`config.mk`:
```
export PLATFORM = sky130hd
export DESIGN_NAME = wb_unit
export DESIGN_NICKNAME = d
export VERILOG_FILES = /design/src/isa_pkg.sv /design/src/pipe_pkg.sv /design/src/wb_unit.sv
export VERILOG_INCLUDE_DIRS = /design/src
export SDC_FILE = /design/constraint.sdc
export NUM_CORES = 2
export LEC_CHECK = 0
export ABC_CLOCK_PERIOD_IN_PS = 10650
export BUFFER_PORTS_ARGS = -buffer_cell sky130_fd_sc_hd__buf_4
export CORE_ASPECT_RATIO = 1.4
export CORE_UTILIZATION = 66
export CTS_BUF_LIST = sky130_fd_sc_hd__clkbuf_8
export CTS_CLUSTER_DIAMETER = 30
export DETAILED_ROUTE_END_ITERATION = 10
export GPL_ROUTABILITY_DRIVEN = 0
export PLACE_DENSITY = 0.82
export RECOVER_POWER = 100
export SETUP_SLACK_MARGIN = 0.1
export SYNTH_ARGS = -nofsm -noshare
export SYNTH_HDL_FRONTEND = slang
export SYNTH_SLANG_ARGS = --single-unit
```
`constraint.sdc`:
```
create_clock -name clk -period 10.65 [get_ports clk]
set_input_delay 2.13 -clock clk [delete_from_list [all_inputs] [get_ports clk]]
set_output_delay 2.13 -clock clk [all_outputs]
set_load 0.01 [all_outputs]
```
`src/core_cfg.svh`:
```
// Core configuration: word width, register count, data memory depth, link register
`ifndef CORE_CFG_SVH
`define CORE_CFG_SVH

// Data path and instruction width
`define XLEN 16

// Architectural registers, r0 is an ordinary register
`define REG_COUNT 16

// Data memory words, addressed by the low bits of the ALU result
`define DMEM_DEPTH 256

// CALL writes its return address here, RET jumps to it
`define LINK_REG 15

`endif

```
`src/isa_pkg.sv`:
```
// Instruction set encodings: opcodes, ALU operations, branch conditions, flags
`default_nettype none

package isa_pkg;

	// Opcode in instruction bits 15:12
	typedef enum logic [3:0] {
		OP_ADD  = 4'd0,  // rd = rs + rt
		OP_SUB  = 4'd1,  // rd = rs - rt
		OP_AND  = 4'd2,
		OP_OR   = 4'd3,
		OP_XOR  = 4'd4,
		OP_SLL  = 4'd5,  // Shift amount in bits 3:0
		OP_SRL  = 4'd6,
		OP_SRA  = 4'd7,
		OP_LW   = 4'd8,  // rd = mem[rs + sext(off4)]
		OP_SW   = 4'd9,  // mem[rs + sext(off4)] = rd
		OP_LHB  = 4'd10, // Replace high byte of rd
		OP_LLB  = 4'd11, // Replace low byte of rd
		OP_B    = 4'd12, // Cond in 11:9, offset in 8:0
		OP_CALL = 4'd13, // Target in 11:0
		OP_RET  = 4'd14,
		OP_HLT  = 4'd15
	} opcode_e;

	typedef enum logic [2:0] {
		ALU_ADD = 3'd0,
		ALU_SUB = 3'd1,
		ALU_AND = 3'd2,
		ALU_OR  = 3'd3,
		ALU_XOR = 3'd4,
		ALU_SLL = 3'd5,
		ALU_SRL = 3'd6,
		ALU_SRA = 3'd7
	} alu_op_e;

	// Branch condition in instruction bits 11:9
	typedef enum logic [2:0] {
		BR_NE     = 3'd0, // !Z
		BR_EQ     = 3'd1, // Z
		BR_GT     = 3'd2, // !Z && !N
		BR_LT     = 3'd3, // N
		BR_GE     = 3'd4, // Z || !N
		BR_LE     = 3'd5, // Z || N
		BR_OV     = 3'd6, // V
		BR_ALWAYS = 3'd7
	} br_cond_e;

	// Condition flags, written by ADD and SUB only
	typedef struct packed {
		logic z; // Result zero
		logic n; // Result negative
		logic v; // Signed overflow
	} flags_t;

endpackage

`default_nettype wire

```
`src/pipe_pkg.sv`:
```
// Pipeline payloads carried between fetch, decode, execute and writeback
`default_nettype none

`include "core_cfg.svh"

package pipe_pkg;

	import isa_pkg::*;

	typedef logic [`XLEN-1:0] word_t;                 // Data and instruction word
	typedef logic [$clog2(`REG_COUNT)-1:0] reg_idx_t; // Register file index

	// Fetch to decode
	typedef struct packed {
		word_t pc;    // Address of this instruction
		word_t instr; // Raw instruction word
	} if_id_t;

	// Decode to execute
	typedef struct packed {
		word_t      pc;            // For branch target and link value
		logic       mem_to_reg;    // LW
		logic       reg_to_mem;    // SW
		alu_op_e    alu_op;
		logic       alu_src;       // Operand 2 is sign_ext, not rd_data_2
		logic [3:0] shift;         // Shift amount, or byte lane for LHB/LLB
		word_t      sign_ext;      // Memory or branch offset
		logic [7:0] load_half_imm; // Byte for LHB/LLB
		br_cond_e   branch_cond;
		logic [11:0] call_target;
		word_t      rd_data_1;     // Base, rs, old rd or link value
		word_t      rd_data_2;     // rt, or store data for SW
		logic       call;
		logic       ret;
		logic       branch;
		reg_idx_t   reg_rd;        // Destination register
		logic       reg_write;
		logic       halt;          // HLT
	} id_ex_t;

	// Execute to writeback
	typedef struct packed {
		word_t    alu_result; // Register value or memory address
		word_t    store_data;
		logic     mem_to_reg;
		logic     reg_to_mem;
		reg_idx_t reg_rd;
		logic     reg_write;
	} ex_wb_t;

	// Architectural register write as seen at the top
	typedef struct packed {
		logic     valid;
		reg_idx_t reg_addr;
		word_t    data;
	} wb_trace_t;

endpackage

`default_nettype wire

```
`src/wb_unit.sv`:
```
// Writeback: data memory access and register write selection with trace output
`timescale 1ns/1ps
`default_nettype none

`include "core_cfg.svh"

module wb_unit
	import pipe_pkg::*;
(
	input  wire logic   clk,
	input  wire ex_wb_t in_data,
	input  wire logic   in_valid,
	output logic        wr_en,
	output reg_idx_t    wr_addr,
	output word_t       wr_data,
	output wb_trace_t   wb_trace
);

	localparam int AW = $clog2(`DMEM_DEPTH); // Word address bits

	word_t           dmem [`DMEM_DEPTH]; // Data memory
	logic [AW-1:0]   mem_addr;
	word_t           load_data;

	assign mem_addr  = in_data.alu_result[AW-1:0]; // Upper address bits ignored
	assign load_data = dmem[mem_addr];             // Asynchronous read

	always_ff @(posedge clk) begin
		if (in_valid && in_data.reg_to_mem) begin
			dmem[mem_addr] <= in_data.store_data;
		end
	end

	// Register write port
	assign wr_en   = in_valid && in_data.reg_write;
	assign wr_addr = in_data.reg_rd;
	assign wr_data = in_data.mem_to_reg ? load_data : in_data.alu_result;

	// Same write, seen from outside
	assign wb_trace.valid    = wr_en;
	assign wb_trace.reg_addr = wr_addr;
	assign wb_trace.data     = wr_data;

endmodule

`default_nettype wire

```
After elaboration in Yosys (flattened, before gate mapping)
Memories as Yosys holds them, arrays and structs flattened. Index checks and enable logic that the tools add are counted.

Register bits after elaboration: 0. Bits in writable memories: 4096. Output and inout bits: 42. Memories: 1.

Memories: dmem (words 256, bits a word 16, read ports 1, clocked after Yosys merged registers in 0, write ports 1, line wb_unit.sv:21) `` word_t dmem [`DMEM_DEPTH]; ``.

Multiplexer cells: 3. Reduce and logical (&&, ||, !) cells: 2.

Operators with widths (number): two-way mux 16 bit (1); logical AND 1 bit (2); two-way mux 1 bit (2).

Longest topological paths before layout
Depth after elaboration: 3. Mapped depth: 14. Mapped depth without buffers: 7.

Worst setup path after synthesis
Ideal clock, no wire load.

Path type: input -> output. Start point: in in_data[23] in the netlist's numbering. End point: out wr_data[7]. Arrival time: 4.486 ns. Path slack: 4.034 ns. Cell stages on the path: 12. Path buffers: 5. Path through: buf_6 buf_4 buf_2 buf_2 mux4_2 a22oi_1 a21oi_1 a21oi_1 nand2_1 a32oi_1 o211ai_1 buf_4.

RTL lines: start: declaration (line wb_unit.sv:11) `input wire ex_wb_t in_data,`; end: declaration (line wb_unit.sv:15) `output word_t wr_data,`.

Final worst setup path
Start point: in in_data[28] in the netlist's numbering. End point: out wr_data[3].

Word-level cells in the longest chain between the ends: 2.

RTL lines: memory (256 x 16 bit); two-way mux 16 bit (line wb_unit.sv:37) `assign wr_data = in_data.mem_to_reg ? load_data : in_data.alu_result;`.

No other way between the ends.

==> impl_results.md <==
* Hpwl dp at 238800 um
* Xor/xnor share of the synthesized area at 0%
* Max Clock Freq at 100.3 MHz
* Pwr Density at 179.4 nW/um^2
* Sw frac at 22.31%
* CTS tree: built
* Flops & latches, synth at 4096
* Fin nets at 7687
* Post-Syn Area at 158100 um^2
* Buffers on Ports at 70
* Comb power frac at 5.2%
* CTS H-Tree Depth at 6
* DR vias/cell at 7.252
* Largest family of logic cells by synthesized area: multiplexers
* Cell Chain, Critical Path: buf_4 -> inv_6 -> nor2_1 -> buf_4 -> a22oi_1 -> o211ai_1 -> o21ai_0 -> a41oi_1 -> a31o_1 -> clkbuf_1
* CP dominant cell by count: buf_4
* Antenna violations before repair at 19
* Post-CTS resize count at 0
* Clock Path Buffers at 4
* Endpoint class of the critical path: output pin
* Synth Area in Simple Gates at 1.632%
* Synthesized Nets at 7086
* Row Count at 212
* Sequential-to-total area share from yosys stat at 77.82%
* Die W at 415.6 um
* I/O pins at 83
* Failing checks: max-capacitance violations, max-slew violations
* DR pass1 iterations at 9
* Die H at 581.0 um
* Leading cell type in the layout, fill and taps excluded: edfxtp_1
* Number of flip-flops in the largest register at 4096
* Biggest register: dmem
* Leak at 53.88 nW
* Crit path largest cell delay at 1580 ps
* Fin Hold WS at 2271 ps
* Post-Syn Instances at 7045
* Design internal power at 24.04 mW
* Clock power share at 37.2%
* Seq pwr share at 57.6%
* Final WL at 419000 um
* Largest registers: dmem x4096
* NetSw at 6.904 mW
* Wirelength per Cell at 37.46 um
* Slew @ Worst Pin at 7595 ps
* Total GRT Usage at 34.98%
* TritonCTS Buffers at 579
* Worst path slowest cell: nor2_1
* Relative slew slack at -406.3%
* Initial Util at 66.36%
* RSZ-0062 raised after global routing: no
* Ratio of cells with drive above 1 in the final layout at 23.70%
* Via count at 81120
* Synth-to-Final Area Change at 9.143%
* Clock slew at reported path FFs at 60 ps
* Hold_buf cts at 0
* Mux cell area share after synthesis at 16.69%
* Clk sinks at 4096
* Required @ worst endpoint at 8520 ps
* DRC errors left at 0
* First-pass GRT wire length at 589800 um
* Compound-Gate Fraction of Synth Area at 2.262%
* Core area at 238200 um^2
* Worst-path fanout max at 44
* Tot Pwr at 30.95 mW
* Final period utilization at 93.64%
* Final Hold Viols at 0
* Min-delay worst type: in -> reg
* WP data arrival at 7840 ps
* Finished Layout Cells at 11190
* DP Cell Count at 10170
* Syn_area_per_cell at 22.44 um^2
* Largest net degree at the start of global routing at 159
* Post-synth ARST share at 0%
* Root buf cell: clkbuf_8
* Die area at 241500 um^2
* Post-synth top area share at 77.82%
* Max Cap Viol at 101
* Area contributors post-synth: edfxtp_1 (78%), mux4_2 (14%), mux2i_1 (2.1%), nor2_1 (0.74%), a22oi_1 (0.68%)
* Gr ovfl total at 0
* Vias in the first global route at 83320
* Tmin final at 9972 ps
* Final setup TNS at 0 ps
* Worst setup path class: in -> out
* Placed Area at 163300 um^2
* Antenna Nets Post-Route at 0
* Hold_sp: in_data[5]
* Primary FF master, synth: edfxtp_1
* Distinct cells, synth at 63
* Final Cell Area at 172500 um^2
* Setup bufs post-CTS at 0
* WHS Endpoint: dmem[144][10]
* Startpoint Class: input port
* Initial DRC Count at 13350
* Run status: finished, violations left
* Slew Limit Fails at 4939
* Most frequent cells in the layout: edfxtp_1 (4096), mux4_2 (1009), clkbuf_8 (592)
* Number of flops mapped to enable cells by yosys at 4096
* Hold depth at 5
* Adder-Cell Fraction of Synth Area at 0%
* Final Setup Violations at 0
* Maximum VDD drop at 0.2223 mV
* Warnings from Yosys at 0
* Leading area contributor after synthesis: edfxtp_1
-- synth_stat cells, types with 50 or more instances --
cell type  number
a21oi_1        78
a22oi_1       143
buf_2         100
buf_4          81
buf_6          50
clkbuf_1      165
edfxtp_1     4096
mux2i_1       331
mux4_2       1009
nand2_1       151
nand3_1        69
nor2_1        310
o21ai_0        62
-- critical path: cells and delay by family --
| family | cells | cell delay, ps |
|---|---|---|
| buffers and inverters | 4 | 2110 |
| AND/OR/NAND/NOR | 1 | 1580 |
| AO/OA/AOI/OAI | 5 | 1810 |
-- per-stage QoR --
stage / util [%] / setup WS (ps)
after global placement: 68.56 / 1898
after global routing: 72.41 / 859.5
after floorplan: - / 4034
after detailed placement: 68.56 / 1794
final: 72.42 / 677.7
after CTS: 72.99 / 1748
-- how the worst max path moves through the flow --
stage,from,to,cells past startpoint
floorplan,in_data[23],wr_data[7],12
global placement,in_data[23],wr_data[10],10
detailed placement,in_data[23],wr_data[10],10
CTS,in_data[23],wr_data[10],10
global route,in_data[28],wr_data[3],10
finish,in_data[28],wr_data[3],10
-- power groups by stage --
stage | Sequential, mW | Clock [mW] | Combinational [mW]
detailed placement | 18.1 | 0 | 1.58
global route | 17.8 | 12.1 | 1.64
CTS | 17.8 | 11.5 | 1.60
global placement | 18.1 | 0 | 1.53
floorplan | 18.1 | 0 | 0.879
finish | 17.8 | 11.5 | 1.62
-- cell families after synthesis --
| kind of cell | after synthesis |
|---|---|
| buffers and inverters | 451 |
| flip-flops | 4096 |
| AND/OR/NAND/NOR | 608 |
| AO/OA/AOI/OAI | 519 |
| multiplexers | 1371 |
-- final cells by class --
cell class / instances / area (um^2)
Sequential cell: 4096 / 123000
Timing Repair Buffer: 462 / 2417
Tap cell: 3103 / 3882
Fill cell: 12250 / 65690
Inverter: 9 / 40.04
Multi-Input combinational cell: 2498 / 32590
Antenna cell: 13 / 32.53
Clock inverter: 412 / 2397
Clock buffer: 592 / 8148
-- per-layer routing --
| layer | routed length, um | GRT usage (%) |
|---|---|---|
| met2 | 200500 | 55.03 |
| met5 | 48 | 0 |
| met1 | 125300 | 42.80 |
| met4 | 36090 | 24.27 |
| met3 | 56950 | 9.320 |
No activity file was read; power rests on OpenSTA's default activity.
