--- config.mk ---
export PLATFORM = sky130hd
export DESIGN_NAME = decode_unit
export DESIGN_NICKNAME = d
export VERILOG_FILES = /design/src/isa_pkg.sv /design/src/pipe_pkg.sv /design/src/decode_unit.sv
export VERILOG_INCLUDE_DIRS = /design/src
export SDC_FILE = /design/constraint.sdc
export NUM_CORES = 1
export LEC_CHECK = 0
export BUFFER_PORTS_ARGS = -buffer_cell sky130_fd_sc_hd__buf_4
export CORE_AREA = 3 3 70 72
export DETAILED_ROUTE_END_ITERATION = 6
export DIE_AREA = 0 0 73 75
export PLACE_DENSITY_LB_ADDON = 0.08
export SYNTH_ARGS = -nofsm -noshare
export SYNTH_HDL_FRONTEND = slang
export SYNTH_SLANG_ARGS = --single-unit
--- constraint.sdc ---
create_clock -name vclk -period 2.78
set_clock_uncertainty 0.2 [all_clocks]
set_input_delay 0.417 -clock vclk [all_inputs]
set_output_delay 0.417 -clock vclk [all_outputs]
set_load 0.01 [all_outputs]
--- src/core_cfg.svh ---
// Core configuration: word width, register count, data memory depth, link register
`ifndef CORE_CFG_SVH
`define CORE_CFG_SVH

// Data path and instruction width
`define XLEN 16

// Architectural registers, r0 is an ordinary register
`define REG_COUNT 16

// Data memory words, addressed by the low bits of the ALU result
`define DMEM_DEPTH 256

// CALL writes its return address here, RET jumps to it
`define LINK_REG 15

`endif

--- src/isa_pkg.sv ---
// Instruction set encodings: opcodes, ALU operations, branch conditions, flags
`default_nettype none

package isa_pkg;

	// Opcode in instruction bits 15:12
	typedef enum logic [3:0] {
		OP_ADD  = 4'd0,  // rd = rs + rt
		OP_SUB  = 4'd1,  // rd = rs - rt
		OP_AND  = 4'd2,
		OP_OR   = 4'd3,
		OP_XOR  = 4'd4,
		OP_SLL  = 4'd5,  // Shift amount in bits 3:0
		OP_SRL  = 4'd6,
		OP_SRA  = 4'd7,
		OP_LW   = 4'd8,  // rd = mem[rs + sext(off4)]
		OP_SW   = 4'd9,  // mem[rs + sext(off4)] = rd
		OP_LHB  = 4'd10, // Replace high byte of rd
		OP_LLB  = 4'd11, // Replace low byte of rd
		OP_B    = 4'd12, // Cond in 11:9, offset in 8:0
		OP_CALL = 4'd13, // Target in 11:0
		OP_RET  = 4'd14,
		OP_HLT  = 4'd15
	} opcode_e;

	typedef enum logic [2:0] {
		ALU_ADD = 3'd0,
		ALU_SUB = 3'd1,
		ALU_AND = 3'd2,
		ALU_OR  = 3'd3,
		ALU_XOR = 3'd4,
		ALU_SLL = 3'd5,
		ALU_SRL = 3'd6,
		ALU_SRA = 3'd7
	} alu_op_e;

	// Branch condition in instruction bits 11:9
	typedef enum logic [2:0] {
		BR_NE     = 3'd0, // !Z
		BR_EQ     = 3'd1, // Z
		BR_GT     = 3'd2, // !Z && !N
		BR_LT     = 3'd3, // N
		BR_GE     = 3'd4, // Z || !N
		BR_LE     = 3'd5, // Z || N
		BR_OV     = 3'd6, // V
		BR_ALWAYS = 3'd7
	} br_cond_e;

	// Condition flags, written by ADD and SUB only
	typedef struct packed {
		logic z; // Result zero
		logic n; // Result negative
		logic v; // Signed overflow
	} flags_t;

endpackage

`default_nettype wire

--- src/pipe_pkg.sv ---
// Pipeline payloads carried between fetch, decode, execute and writeback
`default_nettype none

`include "core_cfg.svh"

package pipe_pkg;

	import isa_pkg::*;

	typedef logic [`XLEN-1:0] word_t;                 // Data and instruction word
	typedef logic [$clog2(`REG_COUNT)-1:0] reg_idx_t; // Register file index

	// Fetch to decode
	typedef struct packed {
		word_t pc;    // Address of this instruction
		word_t instr; // Raw instruction word
	} if_id_t;

	// Decode to execute
	typedef struct packed {
		word_t      pc;            // For branch target and link value
		logic       mem_to_reg;    // LW
		logic       reg_to_mem;    // SW
		alu_op_e    alu_op;
		logic       alu_src;       // Operand 2 is sign_ext, not rd_data_2
		logic [3:0] shift;         // Shift amount, or byte lane for LHB/LLB
		word_t      sign_ext;      // Memory or branch offset
		logic [7:0] load_half_imm; // Byte for LHB/LLB
		br_cond_e   branch_cond;
		logic [11:0] call_target;
		word_t      rd_data_1;     // Base, rs, old rd or link value
		word_t      rd_data_2;     // rt, or store data for SW
		logic       call;
		logic       ret;
		logic       branch;
		reg_idx_t   reg_rd;        // Destination register
		logic       reg_write;
		logic       halt;          // HLT
	} id_ex_t;

	// Execute to writeback
	typedef struct packed {
		word_t    alu_result; // Register value or memory address
		word_t    store_data;
		logic     mem_to_reg;
		logic     reg_to_mem;
		reg_idx_t reg_rd;
		logic     reg_write;
	} ex_wb_t;

	// Architectural register write as seen at the top
	typedef struct packed {
		logic     valid;
		reg_idx_t reg_addr;
		word_t    data;
	} wb_trace_t;

endpackage

`default_nettype wire

--- src/decode_unit.sv ---
// Decode: splits the instruction into control fields, reads operands, extends offsets
`timescale 1ns/1ps
`default_nettype none

`include "core_cfg.svh"

module decode_unit
	import isa_pkg::*, pipe_pkg::*;
(
	input  wire if_id_t   in_data,
	input  wire logic     in_valid,
	output reg_idx_t      rd_addr_1,
	output reg_idx_t      rd_addr_2,
	input  wire word_t    rd_data_1,
	input  wire word_t    rd_data_2,
	output id_ex_t        out_data,
	output logic          out_valid
);

	word_t   instr;
	opcode_e op;
	logic    is_rtype; // ADD through SRA

	assign instr    = in_data.instr;
	assign op       = opcode_e'(instr[15:12]);
	assign is_rtype = (instr[15] == 1'b0); // Opcodes 0 to 7

	// Port 1 reads rd for SW, LHB, LLB and B, the link register for RET
	always_comb begin
		rd_addr_1 = instr[7:4]; // rs
		rd_addr_2 = instr[3:0]; // rt
		case (op)
			OP_SW: begin
				rd_addr_1 = instr[11:8]; // Store data
				rd_addr_2 = instr[7:4];  // Base
			end
			OP_LHB, OP_LLB, OP_B: rd_addr_1 = instr[11:8];
			OP_RET:               rd_addr_1 = reg_idx_t'(`LINK_REG);
			default: ;
		endcase
	end

	always_comb begin
		out_data               = '0;
		out_data.pc            = in_data.pc;
		out_data.mem_to_reg    = (op == OP_LW);
		out_data.reg_to_mem    = (op == OP_SW);
		out_data.alu_op        = is_rtype ? alu_op_e'(instr[14:12]) : ALU_ADD; // Same order
		out_data.alu_src       = !is_rtype; // Only R-type takes rt
		out_data.shift         = instr[3:0];
		out_data.load_half_imm = instr[7:0];
		out_data.branch_cond   = br_cond_e'(instr[11:9]);
		out_data.call_target   = instr[11:0];
		out_data.call          = (op == OP_CALL);
		out_data.ret           = (op == OP_RET);
		out_data.branch        = (op == OP_B);
		out_data.halt          = (op == OP_HLT);
		out_data.reg_rd        = (op == OP_CALL) ? reg_idx_t'(`LINK_REG) : instr[11:8];
		out_data.reg_write     = is_rtype || (op == OP_LW) || (op == OP_LHB) ||
			(op == OP_LLB) || (op == OP_CALL);
		// Base goes to operand 1, store data to operand 2
		out_data.rd_data_1     = (op == OP_SW) ? rd_data_2 : rd_data_1;
		out_data.rd_data_2     = (op == OP_SW) ? rd_data_1 : rd_data_2;
		case (op)
			OP_LW, OP_SW: out_data.sign_ext = {{(`XLEN-4){instr[3]}}, instr[3:0]};
			OP_B:         out_data.sign_ext = {{(`XLEN-9){instr[8]}}, instr[8:0]};
			OP_LHB:       out_data.shift    = 4'd8; // High byte lane
			OP_LLB:       out_data.shift    = 4'd0; // Low byte lane
			default: ;
		endcase
	end

	assign out_valid = in_valid; // No stall, no kill here

endmodule

`default_nettype wire

Yosys cells after proc, flatten, opt, wreduce, memory -nomap -nowiden
Index checks and enable logic that the tools add are counted.
- $add $sub $neg: 0
- multipliers: 0
- divide/modulo/power cells: 0
- magnitude comparators: 0
- eq/ne operators: 8
- shift-type cells: 0
- mux-type cells: 8
- bitwise logic cells: 1
- reduce and logical (&&, ||, !) cells: 6
- operator list (operator ; count):
    == test 4 bit (second input constant) ; 8
    2-to-1 mux 16 bit ; 2
    one-hot mux 16 bit (2 select lines) ; 1
    one-hot mux 4 bit (2 select lines) ; 2
    2-to-1 mux 4 bit ; 2
    logical OR 1 bit ; 4
    OR reduction 4 bit ; 1
    2-to-1 mux 3 bit ; 1
    OR reduction 2 bit ; 1
    inverter 1 bit ; 1
- flip-flop bits (word level): 0
- latch bits: 0
- RAM bits: 0
- ROM bits: 0
- memories kept: 0

Longest topological paths before layout
- depth in word-level cells: 5
- mapped depth: 5

Least setup slack after synthesis
OpenSTA, ideal clock, no wires.
- path kind: input to output
- start: in in_data[12] in the netlist's numbering
- end: out out_data[73] in the netlist's numbering
- arrival time: 1580 ps
- required time: 2163 ps
- setup slack: 583 ps
- stages on the path: 5
- cell sequence: buf_2 nor2b_1 nand2_1 a21oi_1 buf_4
- RTL lines (what ; line ; source):
    from (decl) ; decode_unit.sv:10 ; input wire if_id_t in_data,
    to (decl) ; decode_unit.sv:16 ; output id_ex_t out_data,

==> impl_metrics.toml <==
[drt]
wire_per_inst_um = 14.9
vias = 1398
drtIter0Drc = 27
first_pass_iters = 4
drc = 0
ant_nets = 0
wirelength_um = 4480
vias_per_cell = 4.66

[timing]
finalCriticalPeriod_ns = 2.36
slew_violations = 0
rsz0062_at_grt = "no"
hold_violations = 0
tightest_slew_ns = 0.512
max_freq_mhz = 424
relSlewSlack_pct = 65.9
worst_slack_ns = 0.421
fin_crit_sh_pct = 84.8
finalSetupViolations = 0
setup_tns_ns = 0

[synth]
yosysWarnings = 0
synth_area_leaders = "mux2_4 (32%), buf_4 (27%), mux2_2 (5.8%)"
synth_adder_area_share_pct = 0
synth_compound_area_share_pct = 11.0
muxShareOfSynthArea_pct = 38.0
synth_top_cells_by_count = "buf_4 (48), mux2_4 (29), nand2_1 (9)"
seq_area_frac_synth_pct = 0
synth.lib_cells_used.distinct = 27
yosysMostFrequentCell = "buf_4"
synthXorXnorAreaFrac_pct = 0.648
syn_nets = 220
synth_area_um2 = 1350
synth_top_family_by_area = "multiplexers"
avgSynthCellArea_um2 = 8.73
synthSimpleGateAreaFrac_pct = 16.8
syn_inst = 155
synth_area_leader_cell = "mux2_4"
synth_top_area_share_pct = 32.2

[job]
cap_violations = 0

[cells_and_area]
drive_above_1_share_pct = 75.8
seq_cells = 0
final_area_um2 = 2110
fin_nets = 315
clockBufferCount = 0
final_util_pct = 48.4
layout.area.seq_um2 = 0
syn_to_final_growth_pct = 55.9
antenna_cells = 0

[floorplan]
die_area_um2 = 5480
core.rowCount = 24
die_y_um = 75
die-width_um = 73
io_pins = 180
core_area_um2 = 4350
start_util_pct = 31.1

[hold_path]
worstHoldStart = "in_data[28]"
min_to = "out_data[102]"
holdPathStages = 0
hold_class = "in -> out"

[place]
dpl_worst_slack_ns = 0.421
gp_congestion = 0.747
io_buffer_count = 146
dpl-instance-area_um2 = 2110
hpwl_um = 3820

[worst_setup_path]
crit_required_ns = 2.16
startpoint_type = "primary input"
critical_path_peak_fanout = 21
critPathArrivalTime_ns = 1.74
endpoint_kind = "primary output"
crit_family = "buffers and inverters"
crit_slowest_cell = "mux2_4"
slowest_delay_ns = 0.31
cp_num_buf_inv = 3
cpMostUsedCell = "buf_4"
path_cells = "buf_4 -> nand2b_2 -> nor2_8 -> buf_12 -> mux2_4 -> buf_4"
critPathKind = "in -> out"

[grt]
grt_max_degree = 22
top_usage_layer = "met2"
grt_util_met1_pct = 16.1
grt_pass1_wl_um = 6360
grt-ovfl-total = 0
antenna_found_initial = 0
track_usage_pct = 14.0
grt_pass1_vias = 1257
grtUsageMet3_pct = 3.47
use_met2_pct = 26.4

[power_and_ir_drop]
power.density_nw_per_um2 = 169
ir_drop_mv = 0.0880
leakage_nw = 1.11

[cts]
cts_setup_buffers = 0
postCtsHoldBufs = 0
cts-resized-gates = 0

[run_status]
outcome = "finished, final reports clean"
-- placed cells by master, fill, tap and decap left out --
master,n
nor3_1,2
buf_12,2
a21oi_1,6
buf_4,146
nand3_1,1
xnor2_1,1
and2_1,7
a211oi_1,4
nor2_8,1
mux2_2,7
mux2_4,29
nand3b_1,2
nand2_1,9
o21ai_0,1
nand2b_4,1
or2_2,1
o32ai_1,3
o31ai_1,1
nor2b_1,3
nor2_1,4
o22ai_1,8
nand2b_2,1
nand2b_1,6
inv_1,2
-- cell type report --
type | count | area (um^2)
fillers | 434 | 2250
repair buffers | 148 | 1140
multi-input cells | 98 | 900
well taps | 52 | 65.1
inverters | 2 | 7.51
-- where the power goes --
part           switching (mW)  internal [mW]
Combinational           0.150          0.205
Sequential                  0              0
Clock                       0              0
Total                   0.150          0.205
-- cell families after synthesis --
logic type                Yosys count
muxes                              36
AOI/OAI and AO/OA                  23
xor gates and xnor gates            1
buffers and inverters              57
and+or+nand+nor                    38
-- layer usage --
layer / vias to the layer above / wire (um)
met1: 618 / 1570
li1: 680 / -
met3: 12 / 567
met5: - / 0
met4: 0 / 60
met2: 88 / 2290
-- worst max-delay path by stage --
| stage | start | to | slack, ns | depth (start not counted) |
|---|---|---|---|---|
| 2_1_floorplan | in_data[12] | out_data[73] | 0.58 | 5 |
| 3_3_place_gp | in_data[14] | out_data[18] | 0.44 | 6 |
| 3_5_place_dp | in_data[14] | out_data[18] | 0.42 | 6 |
| 4_1_cts | in_data[14] | out_data[18] | 0.42 | 6 |
| 5_1_grt | in_data[14] | out_data[31] | 0.36 | 6 |
| 6_report | in_data[14] | out_data[16] | 0.42 | 6 |
-- stage by stage --
step,hold slack (ns),total power [mW],std cells
after floorplan,0.726,0.213,155
after global placement,0.634,0.359,300
after detailed placement,0.634,0.360,300
after CTS,0.634,0.361,300
after global routing,0.634,0.383,300
final,0.634,0.356,300
(Power assumes the default switching activity.)
