### config.mk
export PLATFORM = sky130hd
export DESIGN_NAME = reg_file
export DESIGN_NICKNAME = d
export VERILOG_FILES = /design/src/reg_file.sv
export VERILOG_INCLUDE_DIRS = /design/src
export SDC_FILE = /design/constraint.sdc
export NUM_CORES = 1
export LEC_CHECK = 0
export BUFFER_PORTS_ARGS = -buffer_cell sky130_fd_sc_hd__buf_2
export CORE_MARGIN = 2
export CORE_UTILIZATION = 40
export DETAILED_ROUTE_END_ITERATION = 10
export GPL_ROUTABILITY_DRIVEN = 0
export GPL_TIMING_DRIVEN = 0
export PLACE_DENSITY = 0.64
export SETUP_SLACK_MARGIN = 0.5
export SLEW_MARGIN = 10
export SYNTH_ARGS = -nofsm -noshare
export SYNTH_HDL_FRONTEND = slang
export SYNTH_SLANG_ARGS = --single-unit
### constraint.sdc
create_clock -name clk -period 3.21 [get_ports clk]
set_input_delay 0.4815 -clock clk [delete_from_list [all_inputs] [get_ports clk]]
set_output_delay 0.4815 -clock clk [all_outputs]
set_load 0.03 [all_outputs]
### src/core_cfg.svh
// Core configuration: word width, register count, data memory depth, link register
`ifndef CORE_CFG_SVH
`define CORE_CFG_SVH

// Data path and instruction width
`define XLEN 16

// Architectural registers, r0 is an ordinary register
`define REG_COUNT 16

// Data memory words, addressed by the low bits of the ALU result
`define DMEM_DEPTH 256

// CALL writes its return address here, RET jumps to it
`define LINK_REG 15

`endif

### src/reg_file.sv
// Register file: two combinational read ports, one write port, write-through
`timescale 1ns/1ps
`default_nettype none

`include "core_cfg.svh"

module reg_file (
	input  wire logic                           clk,
	input  wire logic                           rst_n,
	input  wire logic [$clog2(`REG_COUNT)-1:0] rd_addr_1,
	input  wire logic [$clog2(`REG_COUNT)-1:0] rd_addr_2,
	output logic [`XLEN-1:0]                    rd_data_1,
	output logic [`XLEN-1:0]                    rd_data_2,
	input  wire logic                           wr_en,
	input  wire logic [$clog2(`REG_COUNT)-1:0] wr_addr,
	input  wire logic [`XLEN-1:0]               wr_data
);

	logic [`XLEN-1:0] regs [`REG_COUNT]; // Architectural registers

	always_ff @(posedge clk) begin
		if (!rst_n) begin
			for (int i = 0; i < `REG_COUNT; i++) begin
				regs[i] <= '0; // All registers start at zero
			end
		end else if (wr_en) begin
			regs[wr_addr] <= wr_data;
		end
	end

	// Bypass the write of this cycle so decode sees it immediately
	always_comb begin
		if (wr_en && (wr_addr == rd_addr_1)) begin
			rd_data_1 = wr_data;
		end else begin
			rd_data_1 = regs[rd_addr_1];
		end
		if (wr_en && (wr_addr == rd_addr_2)) begin
			rd_data_2 = wr_data;
		end else begin
			rd_data_2 = regs[rd_addr_2];
		end
	end

endmodule

`default_nettype wire

Yosys cells after proc, flatten, opt, wreduce, memory -nomap -nowiden --
Memory sizes are Yosys's and may differ from the RTL's. Index checks and enable logic that the tools add are counted.
Cells by class: add/sub/neg operators 0, multiply operators 0, div/mod/pow operators 0, order comparisons 0, eq/ne operators 2, shifts and indexed selects 0, muxes and demuxes 9, bitwise gates (word level) 0, reductions and logical operators 3
Operators by type and width (number):
- $mux W16 | 3
- $reduce_or A16 Y1 | 1
- $eq A4 B4 Y1 | 2
- $mux W1 | 5
- $mux W4 | 1
- $logic_and A1 B1 Y1 | 2
Word-level totals: register bits 0, latch bits 0, bits in writable memories 256, bits in read-only memories 0, input port bits 31, output and inout port bits 32, logic and storage cells 15, memories kept 1
Memories:
- regs | words 16, bits a word 16, rd ports 2, clocked after memory_dff 0, wr ports 16, line reg_file.sv:19 | logic [`XLEN-1:0] regs [`REG_COUNT];

Depth between registers and ports, before layout --
Gate-level depths: netlist (run 1).
depth after elaboration 5, mapped depth 6, gate-level depth less buffers 4

Worst setup path before layout (run 1) --
Ideal clock, no wire load.
kind input to register, start point input wr_addr[2], end point memory regs[1][0] in the netlist's numbering, enable pin, library setup time 411 ps, arrival 2206 ps, required time 2799 ps, setup slack 593 ps, cell stages on the path 3, buffers on the path 1, path through or3_1 > clkbuf_1 > o21ai_0
RTL lines:
- start, declared | line reg_file.sv:15 | input wire logic [$clog2(`REG_COUNT)-1:0] wr_addr,
- end, declared | line reg_file.sv:19

==> results.json, run 1 <==
{
  "status": "complete, no violations",
  "fin_ws_ns": 0.418,
  "p_leak_uw": 0.00593,
  "yosysTopAreaCell": "edfxtp_1",
  "period_minus_slack_ns": 2.79,
  "cts-root-buf": "clkbuf_16",
  "synth_warnings": 0,
  "vias": 8629,
  "endpoint_kind": "output port",
  "path_class": "reg2out",
  "clock_sinks": 256,
  "grt_antenna_before_repair": 0,
  "dp_slack_ns": -0.204,
  "maxCapViolCount": 0,
  "ys_types": 22,
  "dieWidth_um": 193,
  "rsz0062_at_grt": "yes",
  "synthCells": 899,
  "grt_max_degree": 17,
  "path_max_fanout": 2,
  "fmax_mhz": 358,
  "ys_ff_latch": 256,
  "first_pass_iters": 5,
  "fin_nets": 1029,
  "ioPinCount": 63,
  "drt_iter0_drc": 894,
  "routed_via_density": 5.83,
  "critPathArrivalTime_ns": 2.31,
  "startpoint_type": "register",
  "largestRegisters": "regs x256",
  "seq_area_mm2": 0.00769,
  "grt_pass1_wl_um": 59200,
  "hp-class": "in2reg",
  "largest_register_ffs": 256,
  "cts_buffers": 28,
  "htreeDepth": 1,
  "setup_violations": 0,
  "drc": 0,
  "maxSlewHeadroom_pct": 27.9,
  "fillers": 2890,
  "std_cell_rows": 69,
  "dp_hpwl_um": 28700,
  "holdBufCountCts": 0,
  "vdd_drop_max_mv": 0.371,
  "grt_pass1_vias": 8913,
  "grt-ovfl-total": 0,
  "synthTopCellsByArea": "edfxtp_1 (54%), mux4_2 (20%), and2_1 (11%)",
  "die_area_mm2": 0.0372,
  "hold_ws_ns": 0.360,
  "cts_tree": "done",
  "drv_slew": 0,
  "io_buffers": 54,
  "grt.total_usage_pct": 22.6,
  "syn_area_mm2": 0.0142,
  "ys_seq_area_share_pct": 53.9,
  "die_y_um": 193,
  "finalNonFillerCells": 1480,
  "drive_above_1_share_pct": 36.8,
  "synth_nets": 930,
  "syn_to_final_growth_pct": 19.1,
  "routed_wl_um": 41100,
  "ant_nets": 0,
  "worstPathRequired_ns": 2.73,
  "fin_crit_sh_pct": 87.0,
  "cts.clk_slew.worst_paths_ns": 0.07,
  "regMostFlops": "regs",
  "multi_input_area_mm2": 0.00659,
  "place_inst": 1426,
  "core-area_mm2": 0.0353,
  "cellPowerDensity_mw_per_mm2": 510,
  "syn_area_per_cell_um2": 15.9,
  "tightest_slew_ns": 1.08,
  "wl_per_cell_um": 27.8,
  "start_util_pct": 40.4,
  "synth_top_cell_area_share_pct": 53.9,
  "hold_violations": 0,
  "clockBufferDepth": 3
}
report_power, final:
part | total [uW] | switching [uW] | internal [uW] | leakage, uW
clock network | 3150 | 1350 | 1800 | 0.000427
logic | 1540 | 825 | 719 | 0.00306
registers | 3960 | 87.5 | 3870 | 0.00244
cells by family after synthesis:
group,synth area share [%]
compound gates,0.421
xor+xnor,0.492
buf+inv,2.96
flops,53.9
mux,29.5
simple gates,12.7
timing repair:
item / 4_1_cts / 5_1_grt
setup endpoints to repair: 48 / 48
gates resized for setup: 115 / 100
pin swaps: 2 / 0
hold endpoints to repair: 0 / 0
buffers inserted: 2 / 1
per-stage QoR:
stage	util (%)	cell area, um^2	setup TNS [ns]	power, uW
6_report	48.1	17000	0	8650
3_3_place_gp	42.8	15100	-156.22	5270
3_5_place_dp	43.4	15300	-5.48	5320
2_1_floorplan	-	14200	0	4850
5_1_grt	48.1	17000	0	8860
4_1_cts	47.1	16600	0	8540
cells in the mapped netlist:
cell      number
or3_1          1
nand4b_1       2
buf_4          2
buf_2         22
xor2_1         6
buf_6         12
nand4_1        1
and2_1       256
mux4_2       128
nor3_1         1
mux2i_1       96
buf_1          3
nor2_1        12
edfxtp_1     256
nand2b_1       6
nor3_2         3
nand2_1        4
nor4_4         2
clkbuf_1      40
o21ai_0       12
xnor2_1        2
mux2_2        32
critical path, cell delays in order, from the launching register on:
cell and delay, ns:
edfxtp_1 0.41, mux4_2 0.51, mux2i_2 0.23, mux2i_1 0.16
mux2_4 0.31, buf_6 0.14
final timing paths:
check	cells past startpoint	endpoint	slack (ns)	start
max	5	rd_data_2[12]	0.42	regs[6][12]$_SDFFCE_PN0P_
min	2	regs[4][1]$_SDFFCE_PN0P_	0.36	wr_data[1]
cell usage in the layout, fill, tap and decap left out, types with 3 or more instances in the layout:
master	n
mux2_4	20
buf_8	17
buf_12	6
clkinv_1	5
and2_1	256
buf_4	10
mux2i_2	26
mux2i_1	52
clkbuf_1	40
buf_6	40
nor2_1	12
clkbuf_4	3
mux2_2	12
mux4_2	128
buf_2	34
edfxtp_1	256
clkbuf_16	29
nand2b_1	4
mux2i_4	18
o21ai_2	12
clkinv_2	6
xor2_1	6
nor3_2	3
nand2_1	4
metal layers:
layer	track usage, %	up-vias	share of wire [%]
li1	-	3666	-
met1	29.3	4543	40
met2	38.6	339	50
met3	3.73	81	6.2
met4	7.31	0	3.3
met5	0	-	0
area by class of cell:
class,instances,area share [%]
sequential,256,45.3
multi-input combinational,564,38.8
clock buffer,34,4.39
timing repair buffer,69,3.79
buffer,79,3.54
tap,461,3.40
clock inverter,16,0.781
antenna,1,0.0147
Note: power is estimated with default switching activity, not from simulation.
==> run 2, diff against run 1 <==
Settings changed: MAX_ROUTING_LAYER from default to met4, PLACE_DENSITY 0.64 to default, PLACE_DENSITY_LB_ADDON from default to 0.05.
==> run 2 against run 1 <==
Count of clock-buffer cells in the layout up 4. Design area is 0.99% higher. Critical path depth up 1. Global-route usage rose by 3.0 points. Flip-flop and latch count unchanged. Sequential share of layout area is 0.45 points lower. Highest routed layer unchanged. Non-clock buffer count fell by 2. Critical path type is now in2out.
==> results.json, run 2 (synthesized netlist as in run 1, its figures left out) <==
{
  "cts.clk_slew.worst_paths_ns": 0.06,
  "dr_wl_met2_um": 22000,
  "worstPathRequired_ns": 2.73,
  "dr_wl_met3_um": 2010,
  "p_leak_uw": 0.00601,
  "period_minus_slack_ns": 2.76,
  "top_layer_used": "met4",
  "multi_input_area_mm2": 0.00668,
  "ioPinCount": 63,
  "path_max_fanout": 10,
  "grt_pass1_wl_um": 64000,
  "drc": 0,
  "clock_sinks": 256,
  "hold_ws_ns": 0.361,
  "cts-root-buf": "clkbuf_16",
  "cts_tree": "done",
  "cts_buffers": 30,
  "rsz0062_at_grt": "yes",
  "grt_antenna_before_repair": 0,
  "fin_nets": 1029,
  "cellPowerDensity_mw_per_mm2": 518,
  "first_pass_iters": 6,
  "largestRegisters": "regs x256",
  "dieWidth_um": 193,
  "core-area_mm2": 0.0353,
  "startpoint_type": "input pin",
  "seq_area_mm2": 0.00769,
  "tns_ns": 0,
  "maxCapViolCount": 0,
  "tightest_slew_ns": 1.14,
  "vias": 8470,
  "routed_via_density": 5.72,
  "setup_violations": 0,
  "path_class": "in2out",
  "routed_wl_um": 44300,
  "drv_slew": 0,
  "largest_register_ffs": 256,
  "fin_crit_sh_pct": 85.8,
  "holdBufCountCts": 0,
  "drive_above_1_share_pct": 36.3,
  "hp-class": "in2reg",
  "die_y_um": 193,
  "wl_per_cell_um": 29.9,
  "final_cell_mix": "and2_1 (256), edfxtp_1 (256), mux4_2 (128)",
  "start_util_pct": 40.4,
  "htreeDepth": 1,
  "syn_to_final_growth_pct": 20.3,
  "dp_hpwl_um": 31100,
  "maxSlewHeadroom_pct": 23.7,
  "grt.total_usage_pct": 25.6,
  "std_cell_rows": 69,
  "regMostFlops": "regs",
  "grt_pass1_vias": 8893,
  "ant_nets": 0,
  "clockBufferDepth": 3,
  "io_buffers": 54,
  "grt_max_degree": 17,
  "hold_violations": 0,
  "status": "complete, no violations",
  "drt_iter0_drc": 592,
  "grt-ovfl-total": 0,
  "fmax_mhz": 363,
  "postLayoutCoreUtil_pct": 48.6,
  "met1_length_um": 19200,
  "fillers": 3022,
  "endpoint_kind": "output port",
  "die_area_mm2": 0.0372,
  "critPathArrivalTime_ns": 2.27,
  "vdd_drop_max_mv": 0.386
}
run 2: through the flow:
| step | instance area, um^2 | worst slack, ns | cells | power [uW] |
|---|---|---|---|---|
| 2_1_floorplan | 14200 | 0.593 | 899 | 4850 |
| 3_5_place_dp | 15300 | -0.242 | 1425 | 5350 |
| 5_1_grt | 17100 | 0.384 | 1481 | 9150 |
| 6_report | 17100 | 0.454 | 1482 | 8870 |
| 4_1_cts | 17000 | 0.411 | 1481 | 8900 |
| 3_3_place_gp | 15100 | -1.21 | 1414 | 5310 |
run 2: layout make-up:
cell class,instances,share of cell area [%]
Antenna cell,1,0.0146
Buffer,79,3.67
Clock buffer,38,4.68
Clock inverter,16,0.737
Multi-Input combinational cell,564,38.9
Sequential cell,256,44.8
Tap cell,461,3.36
Timing Repair Buffer,67,3.76
run 2: metal layers:
layer	up-vias	track usage, %
met2	261	42.5
met3	64	2.64
met5	-	-
met1	4459	34.1
met4	0	5.84
li1	3686	-
run 2: where the power goes:
part / total (uW) / switching [uW] / internal (uW)
sequential: 3960 / 88.0 / 3870
clock: 3310 / 1400 / 1910
combinational: 1600 / 854 / 747
total: 8870 / 2350 / 6530
run 2: worst paths after layout:
path / from / to / depth (start not counted)
worst max-delay path: rd_addr_2[2] / rd_data_2[15] / 6
worst min-delay path: wr_data[13] / regs[1][13]$_SDFFCE_PN0P_ / 2
run 2: critical path, stage by stage:
cell      delay [ns]
clkbuf_1        0.40
buf_4           0.46
mux2i_4         0.34
mux2i_1         0.09
mux2_2          0.31
buf_2           0.19
run 2: repair_timing:
action	4_1_cts	5_1_grt
pin swaps	2	0
endpoints found under the setup margin	48	39
resized for setup	190	38
buffers inserted	2	0
==> run 3, diff against run 2 <==
==> constraint.sdc (replaced) <==
create_clock -name clk -period 3.21 [get_ports clk]
set_input_delay 0.1605 -clock clk [delete_from_list [all_inputs] [get_ports clk]]
set_output_delay 0.1605 -clock clk [all_outputs]
set_load 0.03 [all_outputs]
==> run 3 against run 2 <==
Clock power hardly changed. Power is 3.4% lower. Sequential power hardly changed. Count of clock-buffer cells in the layout stayed put. Setup slack better by 0.16 ns. Final cell count is 0.13% lower. Fmax is 6.2% higher. Critical endpoint is now rd_data_2[13]. Largest cell class unchanged.
==> results.json, run 3 (synthesized netlist as in run 1, its figures left out) <==
{
  "status": "complete, no violations",
  "htreeDepth": 1,
  "fin_crit_sh_pct": 80.8,
  "ioPinCount": 63,
  "cts-root-buf": "clkbuf_16",
  "grt-ovfl-total": 0,
  "largestRegisters": "regs x256",
  "regMostFlops": "regs",
  "setup_violations": 0,
  "drive_above_1_share_pct": 31.6,
  "core-area_mm2": 0.0353,
  "first_pass_iters": 5,
  "drc": 0,
  "path_max_fanout": 10,
  "io_buffers": 54,
  "min_from": "wr_data[13]",
  "grt_antenna_before_repair": 0,
  "path_class": "in2out",
  "endpoint_kind": "output port",
  "fmax_mhz": 385,
  "min_to": "regs[1][13]$_SDFFCE_PN0P_",
  "postLayoutCoreUtil_pct": 46.0,
  "drt_iter0_drc": 644,
  "cts_buffers": 30,
  "grt_pass1_wl_um": 63300,
  "routed_via_density": 5.65,
  "slowest_delay_ns": 0.82,
  "hold_path_depth": 2,
  "cts.clk_slew.worst_paths_ns": 0.06,
  "dp_hpwl_um": 31100,
  "crit_path_cell_trace": "clkbuf_1, clkbuf_1, mux2i_1, mux2i_1, mux2_2, buf_2",
  "vdd_drop_max_mv": 0.385,
  "fillers": 3137,
  "dieWidth_um": 193,
  "fin_ws_ns": 0.615,
  "tightest_slew_ns": 1.14,
  "routed_wl_um": 43900,
  "grt_pass1_vias": 8890,
  "slowest_stage": "clkbuf_1",
  "startpoint_type": "input pin",
  "rsz0062_at_grt": "no",
  "fin_nets": 1027,
  "p_leak_uw": 0.00580,
  "holdBufCountCts": 0,
  "die_y_um": 193,
  "clock_sinks": 256,
  "hold_violations": 0,
  "start_util_pct": 40.4,
  "maxCapViolCount": 0,
  "vias": 8364,
  "period_minus_slack_ns": 2.59,
  "hp-class": "in2reg",
  "clockBufferDepth": 3,
  "die_area_mm2": 0.0372,
  "grt_max_degree": 17,
  "largest_register_ffs": 256,
  "maxSlewHeadroom_pct": 24.3,
  "grt.total_usage_pct": 25.3,
  "syn_to_final_growth_pct": 14.0,
  "drv_slew": 0,
  "dp_slack_ns": 0.137,
  "std_cell_rows": 69,
  "cellPowerDensity_mw_per_mm2": 528,
  "critPathArrivalTime_ns": 2.43,
  "final_cell_mix": "and2_1 (256), edfxtp_1 (256), mux4_2 (128)",
  "cts_tree": "done",
  "cts_setup_buffers": 0,
  "ant_nets": 0,
  "finalNonFillerCells": 1480,
  "worstPathRequired_ns": 3.05,
  "wl_per_cell_um": 29.6,
  "place_inst": 1425
}
run 3: report_power, final:
part           internal [uW]  switching [uW]  leakage [uW]  total [uW]
Combinational            539             772       0.00290        1310
Clock                   1910            1390      0.000458        3300
Sequential              3870            87.2       0.00244        3960
Total                   6320            2250       0.00580        8570
run 3: critical path: cells and delay by family:
family | cells | cell delay (ns)
mux | 3 | 0.87
buf+inv | 3 | 1.39
run 3: repair_timing:
item	4_1_cts	5_1_grt
gates resized for setup	2	0
endpoints found under the hold margin	0	0
setup endpoints to repair	20	0
run 3: area by class of cell:
type	instances	area [um^2]	share of cell area [%]
Buffer	79	424	2.61
Tap cell	461	577	3.55
Sequential cell	256	7690	47.3
Multi-Input combinational cell	564	6190	38.1
Timing Repair Buffer	65	435	2.68
Clock buffer	38	802	4.94
Clock inverter	16	126	0.778
Antenna cell	1	2.50	0.0154
run 3: worst max-delay path by stage:
stage,startpoint,end,cells past startpoint,slack (ns)
5_1_grt,rd_addr_2[2],rd_data_2[13],6,0.51
3_5_place_dp,rst_n,regs[8][9]$_SDFFCE_PN0P_,5,0.14
6_report,rd_addr_2[2],rd_data_2[13],6,0.62
2_1_floorplan,wr_addr[2],regs[1][0]$_SDFFCE_PN0P_,3,0.91
3_3_place_gp,wr_addr[2],regs[1][11]$_SDFFCE_PN0P_,4,-0.89
4_1_cts,rd_addr_2[2],rd_data_2[13],6,0.55
run 3: through the flow:
step,hold WS (ns),cell area [um^2],TNS (ns),power [uW]
2_1_floorplan,0.359,14200,0,4850
3_3_place_gp,0.607,15100,-119.22,5310
3_5_place_dp,0.611,15300,0,5350
4_1_cts,0.0274,16200,0,8650
5_1_grt,0.0389,16200,0,8850
6_report,0.0370,16200,0,8570
run 3: per-layer routing:
metal / track usage [%] / vias to the layer above / wire length (um)
met5: - / - / 0
met4: 6.87 / 0 / 1220
met3: 2.64 / 71 / 1960
met2: 42.0 / 262 / 21700
li1: - / 3663 / -
met1: 33.4 / 4368 / 19000
